### config.mk
export PLATFORM = sky130hd
export DESIGN_NAME = dii_queue_hub
export DESIGN_NICKNAME = d
export VERILOG_FILES = /design/src/rtl/dii_pkg.sv /design/src/rtl/dii_wb_ingress.sv /design/src/rtl/dii_buffer.sv /design/src/rtl/dii_egress_arbiter.sv /design/src/rtl/dii_queue_hub.sv
export SDC_FILE = /design/constraint.sdc
export NUM_CORES = 1
export LEC_CHECK = 0
export ABC_CLOCK_PERIOD_IN_PS = 2900
export BUFFER_PORTS_ARGS = -buffer_cell sky130_fd_sc_hd__buf_2
export CAP_MARGIN = 30
export CORE_ASPECT_RATIO = 2
export CORE_UTILIZATION = 40
export DETAILED_ROUTE_END_ITERATION = 6
export PLACE_DENSITY = 0.61
export SYNTH_ARGS = -nofsm -noshare
export SYNTH_HDL_FRONTEND = slang
export SYNTH_HIERARCHICAL = 1
export SYNTH_SLANG_ARGS = --single-unit
### constraint.sdc
create_clock -name clk -period 2.9 [get_ports clk]
set_input_delay 0 -clock clk [delete_from_list [all_inputs] [get_ports clk]]
set_output_delay 0 -clock clk [all_outputs]
set_load 0.01 [all_outputs]
### src/rtl/dii_pkg.sv
package dii_pkg;

   // ~~~~~~~~~~~~~~~~~~~~
   // sizes
   localparam int FLIT_WIDTH    = 16;  // also the wishbone data width
   localparam int NUM_QUEUES    = 4;
   localparam int QUEUE_DEPTH   = 8;   // flits per buffer
   localparam int QSEL_WIDTH    = 2;   // low destination bits
   localparam int SIZE_WIDTH    = 3;
   localparam int WB_ADDR_WIDTH = 3;

   // ~~~~~~~~~~~~~~~~~~~~
   // flit link
   typedef struct packed {
      logic                  valid;
      logic                  last;
      logic [FLIT_WIDTH-1:0] data;
   } dii_flit;

   // ~~~~~~~~~~~~~~~~~~~~
   // register map, word addresses
   typedef enum logic [WB_ADDR_WIDTH-1:0] {
      REG_FLIT      = 3'd0,
      REG_FLIT_LAST = 3'd1,  // flit that closes its packet
      REG_STATUS    = 3'd4   // queue n at REG_STATUS + n
   } wb_reg_e;

   typedef enum logic {
      ING_HEAD,  // next flit is a destination word
      ING_BODY
   } ingress_state_e;

   typedef enum logic {
      ARB_PICK,
      ARB_SEND
   } arb_state_e;

endpackage

### src/rtl/dii_wb_ingress.sv
module dii_wb_ingress (
   input  logic                                  clk,
   input  logic                                  rst,
   input  logic                                  wb_cyc,
   input  logic                                  wb_stb,
   input  logic                                  wb_we,
   input  logic [dii_pkg::WB_ADDR_WIDTH-1:0]     wb_adr,
   input  logic [dii_pkg::FLIT_WIDTH-1:0]        wb_dat_w,
   output logic                                  wb_ack,
   output logic [dii_pkg::FLIT_WIDTH-1:0]        wb_dat_r,
   output dii_pkg::dii_flit                      q_flit [dii_pkg::NUM_QUEUES],
   input  logic [dii_pkg::NUM_QUEUES-1:0]        q_ready,
   input  logic [dii_pkg::SIZE_WIDTH-1:0]        q_size [dii_pkg::NUM_QUEUES]
);

   dii_pkg::ingress_state_e               state;
   logic [dii_pkg::QSEL_WIDTH-1:0]        cur_q;
   logic [dii_pkg::QSEL_WIDTH-1:0]        target;
   logic [dii_pkg::QSEL_WIDTH-1:0]        status_q;
   logic                                  active;
   logic                                  is_flit;
   logic                                  is_last;
   logic                                  is_status;
   logic                                  wr_flit;
   logic                                  push;
   logic                                  other_access;
   logic [dii_pkg::FLIT_WIDTH-1:0]        status_word;

   // the ack cycle itself is not a new transfer
   assign active       = wb_cyc & wb_stb & !wb_ack;
   assign is_last      = (wb_adr == dii_pkg::REG_FLIT_LAST);
   assign is_flit      = (wb_adr == dii_pkg::REG_FLIT) | is_last;
   assign is_status    = (wb_adr >= dii_pkg::REG_STATUS);

   // destination comes from the head flit itself
   assign target       = (state == dii_pkg::ING_HEAD) ?
                         wb_dat_w[dii_pkg::QSEL_WIDTH-1:0] : cur_q;
   assign wr_flit      = active & wb_we & is_flit;
   assign push         = wr_flit & q_ready[target];  // stalls on a full queue
   assign other_access = active & !(wb_we & is_flit);

   always_comb begin : steer
      for (int q = 0; q < dii_pkg::NUM_QUEUES; q++) begin
         q_flit[q].valid = wr_flit & (target == dii_pkg::QSEL_WIDTH'(q));
         q_flit[q].last  = is_last;
         q_flit[q].data  = wb_dat_w;
      end
   end

   // ~~~~~~~~~~~~~~~~~~~~
   // status words
   assign status_q = dii_pkg::QSEL_WIDTH'(wb_adr - dii_pkg::REG_STATUS);

   always_comb begin
      status_word = '0;
      status_word[dii_pkg::FLIT_WIDTH-1]   = q_ready[status_q];
      status_word[dii_pkg::SIZE_WIDTH-1:0] = q_size[status_q];
   end

   always_ff @(posedge clk) begin
      if (active & !wb_we) begin
         wb_dat_r <= is_status ? status_word : '0;
      end
   end

   always_ff @(posedge clk) begin
      if (rst) begin
         wb_ack <= 1'b0;
         state  <= dii_pkg::ING_HEAD;
         cur_q  <= '0;
      end else begin
         wb_ack <= push | other_access;
         if (push) begin
            if (state == dii_pkg::ING_HEAD) begin
               cur_q <= target;
            end
            state <= is_last ? dii_pkg::ING_HEAD : dii_pkg::ING_BODY;
         end
      end
   end

endmodule

### src/rtl/dii_buffer.sv
module dii_buffer #(
   parameter int WIDTH      = dii_pkg::FLIT_WIDTH,
   parameter int SIZE       = dii_pkg::QUEUE_DEPTH,
   parameter bit FULLPACKET = 1'b0
) (
   input  logic                     clk,
   input  logic                     rst,

   output logic [$clog2(SIZE)-1:0]  packet_size,

   input  dii_pkg::dii_flit         flit_in,
   output logic                     flit_in_ready,
   output dii_pkg::dii_flit         flit_out,
   input  logic                     flit_out_ready
);

   logic [WIDTH-1:0]  mem_data [SIZE];
   logic [SIZE-1:0]   mem_last;
   logic [WIDTH-1:0]  nxt_data [SIZE];
   logic [SIZE-1:0]   nxt_last;
   logic [SIZE:0]     wr_ptr;     // one-hot, bit n means n flits stored
   logic [SIZE-1:0]   occupied;
   logic              push;
   logic              pop;
   logic              full_packet;

   // slot i holds a flit when the pointer sits above it
   always_comb begin : occupancy
      occupied[SIZE-1] = wr_ptr[SIZE];
      for (int i = SIZE - 2; i >= 0; i--) begin
         occupied[i] = wr_ptr[i+1] | occupied[i+1];
      end
   end

   assign full_packet    = |(mem_last & occupied);

   assign push           = flit_in.valid & flit_in_ready;
   assign pop            = flit_out.valid & flit_out_ready;
   assign flit_in_ready  = !wr_ptr[SIZE];

   assign flit_out.valid = FULLPACKET ? full_packet : occupied[0];
   assign flit_out.last  = mem_last[0];
   assign flit_out.data  = mem_data[0];

   always_ff @(posedge clk) begin
      if (rst) begin
         wr_ptr <= (SIZE+1)'(1);
      end else if (push & !pop) begin
         wr_ptr <= wr_ptr << 1;
      end else if (pop & !push) begin
         wr_ptr <= wr_ptr >> 1;
      end
   end

   // ~~~~~~~~~~~~~~~~~~~~
   // shift register, head at slot 0
   always_comb begin : shift_next
      for (int i = 0; i < SIZE; i++) begin
         nxt_data[i] = mem_data[i];
         nxt_last[i] = mem_last[i];
         if (pop) begin
            if (push & wr_ptr[i+1]) begin  // tail moves down with the shift
               nxt_data[i] = flit_in.data;
               nxt_last[i] = flit_in.last;
            end else if (i < SIZE - 1) begin
               nxt_data[i] = mem_data[i+1];
               nxt_last[i] = mem_last[i+1];
            end
         end else if (push & wr_ptr[i]) begin
            nxt_data[i] = flit_in.data;
            nxt_last[i] = flit_in.last;
         end
      end
   end

   always_ff @(posedge clk) begin
      mem_data <= nxt_data;
      mem_last <= nxt_last;
   end

   // size of the head packet, lowest stored last flit wins
   always_comb begin : head_size
      packet_size = ($clog2(SIZE))'(1);
      for (int i = SIZE - 2; i >= 0; i--) begin
         if (mem_last[i] & occupied[i]) begin
            packet_size = ($clog2(SIZE))'(i + 1);
         end
      end
   end

endmodule

### src/rtl/dii_egress_arbiter.sv
module dii_egress_arbiter (
   input  logic                             clk,
   input  logic                             rst,
   input  dii_pkg::dii_flit                 q_flit [dii_pkg::NUM_QUEUES],
   output logic [dii_pkg::NUM_QUEUES-1:0]   q_ready,
   output dii_pkg::dii_flit                 out_flit,
   input  logic                             out_ready
);

   dii_pkg::arb_state_e               state;
   logic [dii_pkg::QSEL_WIDTH-1:0]    grant;
   logic [dii_pkg::QSEL_WIDTH-1:0]    ptr;     // first queue to look at
   logic [dii_pkg::QSEL_WIDTH-1:0]    pick_q;
   logic                              found;
   logic                              sending;
   logic                              done;

   // ~~~~~~~~~~~~~~~~~~~~
   // round robin search from ptr
   always_comb begin : pick
      logic [dii_pkg::QSEL_WIDTH-1:0] idx;
      found  = 1'b0;
      pick_q = ptr;
      for (int k = 0; k < dii_pkg::NUM_QUEUES; k++) begin
         idx = ptr + dii_pkg::QSEL_WIDTH'(k);  // wraps at NUM_QUEUES
         if (!found && q_flit[idx].valid) begin
            found  = 1'b1;
            pick_q = idx;
         end
      end
   end

   // ~~~~~~~~~~~~~~~~~~~~
   // output mux and ready steering
   assign sending = (state == dii_pkg::ARB_SEND);

   always_comb begin : route
      out_flit       = q_flit[grant];
      out_flit.valid = sending & q_flit[grant].valid;
      q_ready        = '0;
      q_ready[grant] = sending & out_ready;
   end

   assign done = out_flit.valid & out_ready & out_flit.last;

   always_ff @(posedge clk) begin
      if (rst) begin
         state <= dii_pkg::ARB_PICK;
         grant <= '0;
         ptr   <= '0;
      end else begin
         case (state)
            dii_pkg::ARB_PICK: begin
               if (found) begin
                  grant <= pick_q;
                  ptr   <= pick_q + 1'b1;
                  state <= dii_pkg::ARB_SEND;
               end
            end
            dii_pkg::ARB_SEND: begin
               if (done) state <= dii_pkg::ARB_PICK;  // packet fully out
            end
            default: state <= dii_pkg::ARB_PICK;
         endcase
      end
   end

endmodule

### src/rtl/dii_queue_hub.sv
module dii_queue_hub (
   input  logic                              clk,
   input  logic                              rst,
   input  logic                              wb_cyc,
   input  logic                              wb_stb,
   input  logic                              wb_we,
   input  logic [dii_pkg::WB_ADDR_WIDTH-1:0] wb_adr,
   input  logic [dii_pkg::FLIT_WIDTH-1:0]    wb_dat_w,
   output logic                              wb_ack,
   output logic [dii_pkg::FLIT_WIDTH-1:0]    wb_dat_r,
   output dii_pkg::dii_flit                  out_flit,
   input  logic                              out_ready
);

   dii_pkg::dii_flit                        in_flit  [dii_pkg::NUM_QUEUES];
   dii_pkg::dii_flit                        buf_flit [dii_pkg::NUM_QUEUES];
   logic [dii_pkg::NUM_QUEUES-1:0]          in_ready;
   logic [dii_pkg::NUM_QUEUES-1:0]          buf_ready;
   logic [dii_pkg::SIZE_WIDTH-1:0]          buf_size [dii_pkg::NUM_QUEUES];

   dii_wb_ingress i_ingress (
      .clk      (clk),
      .rst      (rst),
      .wb_cyc   (wb_cyc),
      .wb_stb   (wb_stb),
      .wb_we    (wb_we),
      .wb_adr   (wb_adr),
      .wb_dat_w (wb_dat_w),
      .wb_ack   (wb_ack),
      .wb_dat_r (wb_dat_r),
      .q_flit   (in_flit),
      .q_ready  (in_ready),
      .q_size   (buf_size)
   );

   // one packet buffer per destination
   for (genvar q = 0; q < dii_pkg::NUM_QUEUES; q++) begin : gen_buf
      dii_buffer #(
         .WIDTH      (dii_pkg::FLIT_WIDTH),
         .SIZE       (dii_pkg::QUEUE_DEPTH),
         .FULLPACKET (1'b1)
      ) i_buffer (
         .clk            (clk),
         .rst            (rst),
         .packet_size    (buf_size[q]),
         .flit_in        (in_flit[q]),
         .flit_in_ready  (in_ready[q]),
         .flit_out       (buf_flit[q]),
         .flit_out_ready (buf_ready[q])
      );
   end

   dii_egress_arbiter i_arbiter (
      .clk       (clk),
      .rst       (rst),
      .q_flit    (buf_flit),
      .q_ready   (buf_ready),
      .out_flit  (out_flit),
      .out_ready (out_ready)
   );

endmodule

; After elaboration in Yosys (flattened, before gate mapping)
; Cells that the tools add are included.
[totals]
in_bits = 25
ff_bits = 605
[op_classes]
addsub = 5
n_reduce_logical = 38
n_bitwise = 139
eq_ne = 8
n_lt_le_gt_ge = 11
n_mux = 208
[op_table]
columns = op, n
row1 = $mux 16, 68
row2 = $bmux 18 s2, 5
row3 = $mux 18, 10
row4 = $and 1x1->1, 96
row5 = $mux 3, 30
row6 = $mux 1, 78
row7 = $mux 9, 8
row8 = $and 8x8->8, 4
row9 = $reduce_or 8->1, 4
row10 = $or 1x1->1, 30
row11 = $ge 3x3->1 const B, 7
row12 = $logic_not 1->1, 18
row13 = $not 2->3, 6
row14 = $reduce_bool 2->1, 8
row15 = $lt 2x3->1 const B, 3
row16 = $mux 2, 4
row17 = $ne 2x2->1 const B, 4
row18 = $bmux 3 s2, 1
row19 = $add 2x1->2 const B, 2
row20 = $add 2x2->2 const B, 2
row21 = $and 4x4->4, 1
row22 = $bmux 1 s2, 2
row23 = $eq 2x2->1 const B, 2
row24 = $logic_and 1x1->1, 4
row25 = 10 further kinds, 12

; Longest topological paths before layout
[depth]
ltp_word = 24
mapped_depth = 13

; Cells and area by module
; Netlist, hierarchy kept.
[by_module_without_submodules]
columns = mod, area_each_um2, seq_area_each_um2, instances, cells_per_inst
row1 = dii_buffer, 6465.0, 3243.1, 4, 546
row2 = dii_wb_ingress, 1152.4, 200.2, 1, 125
row3 = dii_egress_arbiter, 747.0, 100.1, 1, 66

; Worst setup path before layout
; No wires, ideal clock.
[synth_timing]
kind = flip-flop to flip-flop
startpoint = reg i_ingress.state
endpoint = reg gen_buf[0].i_buffer.mem_data, in the netlist gen_buf[0].i_buffer/flit_out[10], data pin
setup_ns = 0.260
slack_ns = 0.239
stages_incl_launch_ff = 12
synth_period_minus_slack_ns = 2.661
required_time_ns = 2.640
path_buffers = 4
arrival_ns = 2.401
path_cell_list = dfxtp_1 mux2i_1 nand3_1 nor2_1 nor2b_1 clkbuf_1 and2_1 clkbuf_1 nand2b_1 buf_2 buf_4 mux2_2
[synth_rtl]
columns = element, line_no
row1 = "start, declared", dii_wb_ingress.sv:16  ; dii_pkg::ingress_state_e state;
row2 = "start signal, assigned", dii_wb_ingress.sv:69  ; state <= dii_pkg::ING_HEAD;
row3 = "start signal, assigned", dii_wb_ingress.sv:77  ; state <= is_last ? dii_pkg::ING_HEAD : dii_pkg::ING_BODY;
row4 = "end signal, assigned", dii_buffer.sv:77  ; mem_data <= nxt_data;
row5 = "end, declared", dii_buffer.sv:17  ; logic [WIDTH-1:0] mem_data [SIZE];

==> metrics.txt <==
fillers 6395; Worst Path Arrival 2.77 ns; Tcrit/Tclk final 95.4%; worst r2r src gen_buf[3].i_buffer/wr_ptr[6]$_SDFFE_PP0P_; Mapped Cells 2375; Min-Delay Startpoint wb_adr[1]; DRC Markers 0; vias in the first global route 19300; final setup fails 0; cell chosen for the clock root clkbuf_16; total CTS buffers 53; FP Rows 136; sequential share of the synthesized area 47.8%; nature of the critical path endpoint output port; top post-synthesis cells by count 453 x dfxtp_1, 409 x o221a_2, 409 x or3_1; Longest Clk Path Bufs 3; TritonRoute pass-1 iters 5; RR Endpoint gen_buf[3].i_buffer/flit_out[6]$_DFFE_PP_; Total GRT Usage 21.6%; Die Area 70500 um2; # clock sinks 593; GPL Wtd Cong 0.871; CTS tree done; largest net degree at the start of global routing 96; Clock Latency Late Sink 0.62 ns; PortBufs 47; maximum clock frequency 361 MHz; Cell Pwr Density 541 nW/um2; chip width 188 um; final WL 77.0 mm; Slew headroom 30.6%; hold crit path type in -> reg; Initial Utilization 40.4%; hold depth 3; r2r setup slk 0.15 ns; Slew Viols, Final 0; Die Ht 375 um; Setup Crit Path Kind reg -> out; fraction of layout cells with a size suffix above 1 36.2%; initial antenna violation count 2; Hold WS 0.0289 ns; Synth Flop Type dfxtp_1; synth-to-layout area growth 8.05%; fraction of registers with async set/reset 0%; number of synthesized flops with an enable pin 140; final hold vios 0; first-pass GRT wire length 119 mm; Synth top area share 32.7%; pre-CTS setup slack -0.00266 ns; setup ws final 0.132 ns; H-tree level count 2; drt via density 5.97; max-cap viol count 0; Via Count 19100; Synth cell types 52; crit start category register; count leader, synth dfxtp_1; status finished, final reports clean; reg2reg path depth 7; clk slew on worst S/H paths 0.06 ns; CP Data Required Time 2.90 ns; Synth Area per Inst 11.7 um2; nets 2280; RSZ-0062 raised after global routing false; top post-synthesis cells by area dfxtp_1 33%, o221a_2 17%, edfxtp_1 15%; Layout Skew 0.0175 ns; Seq cells post-synth 593; num ports 60; Synth Warn # 6; CP max FO 8; worst IR drop on VDD 0.484 mV; post-layout util 43.6%; P_leak 0.0127 uW; WHS Endpoint i_ingress/wb_dat_r[15]$_SDFFCE_PN0P_; largest area contributor in the netlist dfxtp_1; global route total overflow 0; Final min period 2.77 ns; drt initial violations 1610; Core Region 68700 um2; Antenna Violating Nets Remaining 0; hpwl dp 51.7 mm; wire length per cell 24.1 um; area of the mapped netlist 27800 um2; Slew @ Worst Pin 1.04 ns
-- routing by layer --
layer	GRT usage, %	part of all wire [%]
met4	13.0	6.0
met5	0	0
met3	2.60	4.0
met1	24.7	39
met2	38.2	51
-- cells in the final DEF, fill, tap and decap left out, types with 5 or more instances in the layout --
cell type / n
or3_1: 409
o22ai_1: 5
inv_1: 16
mux2i_1: 35
mux2_1: 36
nand2b_1: 25
o221a_2: 409
buf_12: 24
nor2_1: 107
nor3_1: 6
buf_4: 75
nor2b_1: 7
clkbuf_16: 58
mux2_2: 102
conb_1: 12
clkinv_2: 14
buf_2: 47
clkbuf_8: 6
mux4_2: 23
o21ai_0: 16
and2_1: 32
dfxtp_1: 453
nand2_1: 45
mux2i_4: 22
a21o_1: 9
edfxtp_1: 140
dlygate4sd3_1: 17
clkbuf_1: 11
a21oi_1: 55
-- cells by family after synthesis --
group                    count (synthesis)  share of synthesized area (%)
AND/OR/NAND/NOR                        664                           13.9
flip-flops                             593                           47.8
AO/OA/AOI/OAI                          514                           18.9
buffers and inverters                  376                           8.50
multiplexers                           222                           10.7
adder cells (fa/ha/maj)                  4                          0.180
other                                    1                         0.0135
XOR/XNOR                                 1                         0.0316
-- critical path, stage by stage, from the launching register on --
cell and delay [ns]:
dfxtp_1 0.38, nor3_4 0.35, a41oi_2 0.19, nor2_1 0.18
nand2_2 0.15, mux4_2 0.52, and2_1 0.22, buf_2 0.16
-- cell type report --
type | count | area (um2) | area share (%)
sequential | 593 | 13300 | 44.3
multi-input combinational | 1417 | 12200 | 40.7
clock buffer | 75 | 1580 | 5.25
timing repair buffer | 166 | 1480 | 4.94
tap | 897 | 1120 | 3.74
clock inverter | 25 | 241 | 0.805
inverter | 20 | 80.1 | 0.267
antenna | 2 | 5.00 | 0.0167
-- metrics by stage --
stage	area, um2	total power (uW)	instances	TNS [ns]
final	30000	16200	3195	0
after global routing	30000	16700	3193	0
after CTS	29800	16400	3185	0
after detailed placement	27900	8970	3067	-0.00266
after global placement	27700	8950	3060	0
after floorplan	27800	8840	2386	0
-- flip-flops by register name, indices dropped and copies added (netlist names) --
register                   cells
i_ingress/state                1
i_arbiter/grant                2
i_ingress/wb_ack               1
i_ingress/cur_q                2
gen_buf.i_buffer/wr_ptr       36
i_ingress/wb_dat_r             4
i_arbiter/sending              1
gen_buf.i_buffer/mem_data    448
gen_buf.i_buffer/flit_out     64
i_arbiter/ptr                  2
gen_buf.i_buffer/mem_last     32
-- worst max path at each step --
stage                                                    start                                    endpoint  cells past startpoint
floorplan                         i_ingress/state$_SDFFE_PP0P_  gen_buf[0].i_buffer/flit_out[10]$_DFFE_PP_                     11
global placement    gen_buf[1].i_buffer/wr_ptr[2]$_SDFFE_PP0P_     gen_buf[1].i_buffer/mem_last[1]$_DFF_P_                      6
detailed placement  gen_buf[1].i_buffer/wr_ptr[2]$_SDFFE_PP0P_   gen_buf[1].i_buffer/mem_data[110]$_DFF_P_                      6
CTS                  gen_buf[2].i_buffer/mem_last[0]$_DFFE_PP_                                out_flit[17]                      7
global route                      i_ingress/state$_SDFFE_PP0P_    gen_buf[1].i_buffer/mem_data[36]$_DFF_P_                      8
finish              gen_buf[3].i_buffer/wr_ptr[6]$_SDFFE_PP0P_                                out_flit[17]                      7
-- what timing repair did --
| action | 4_1_cts | 5_1_grt |
|---|---|---|
| hold endpoints to repair | 77 | 26 |
| hold buffers | 14 | 3 |
| endpoints found under the setup margin | 6 | 203 |
| pin swaps | 1 | 4 |
| resized for setup | 1 | 14 |
| setup buffers | 4 | 1 |
-- power breakdown --
part           leakage [uW]  internal (uW)  switching (uW)
clock              0.000903           4100            3310
combinational       0.00665            106             278
sequential          0.00514           8430            4.43
total                0.0127          12600            3590
(Power assumes the default switching activity.)
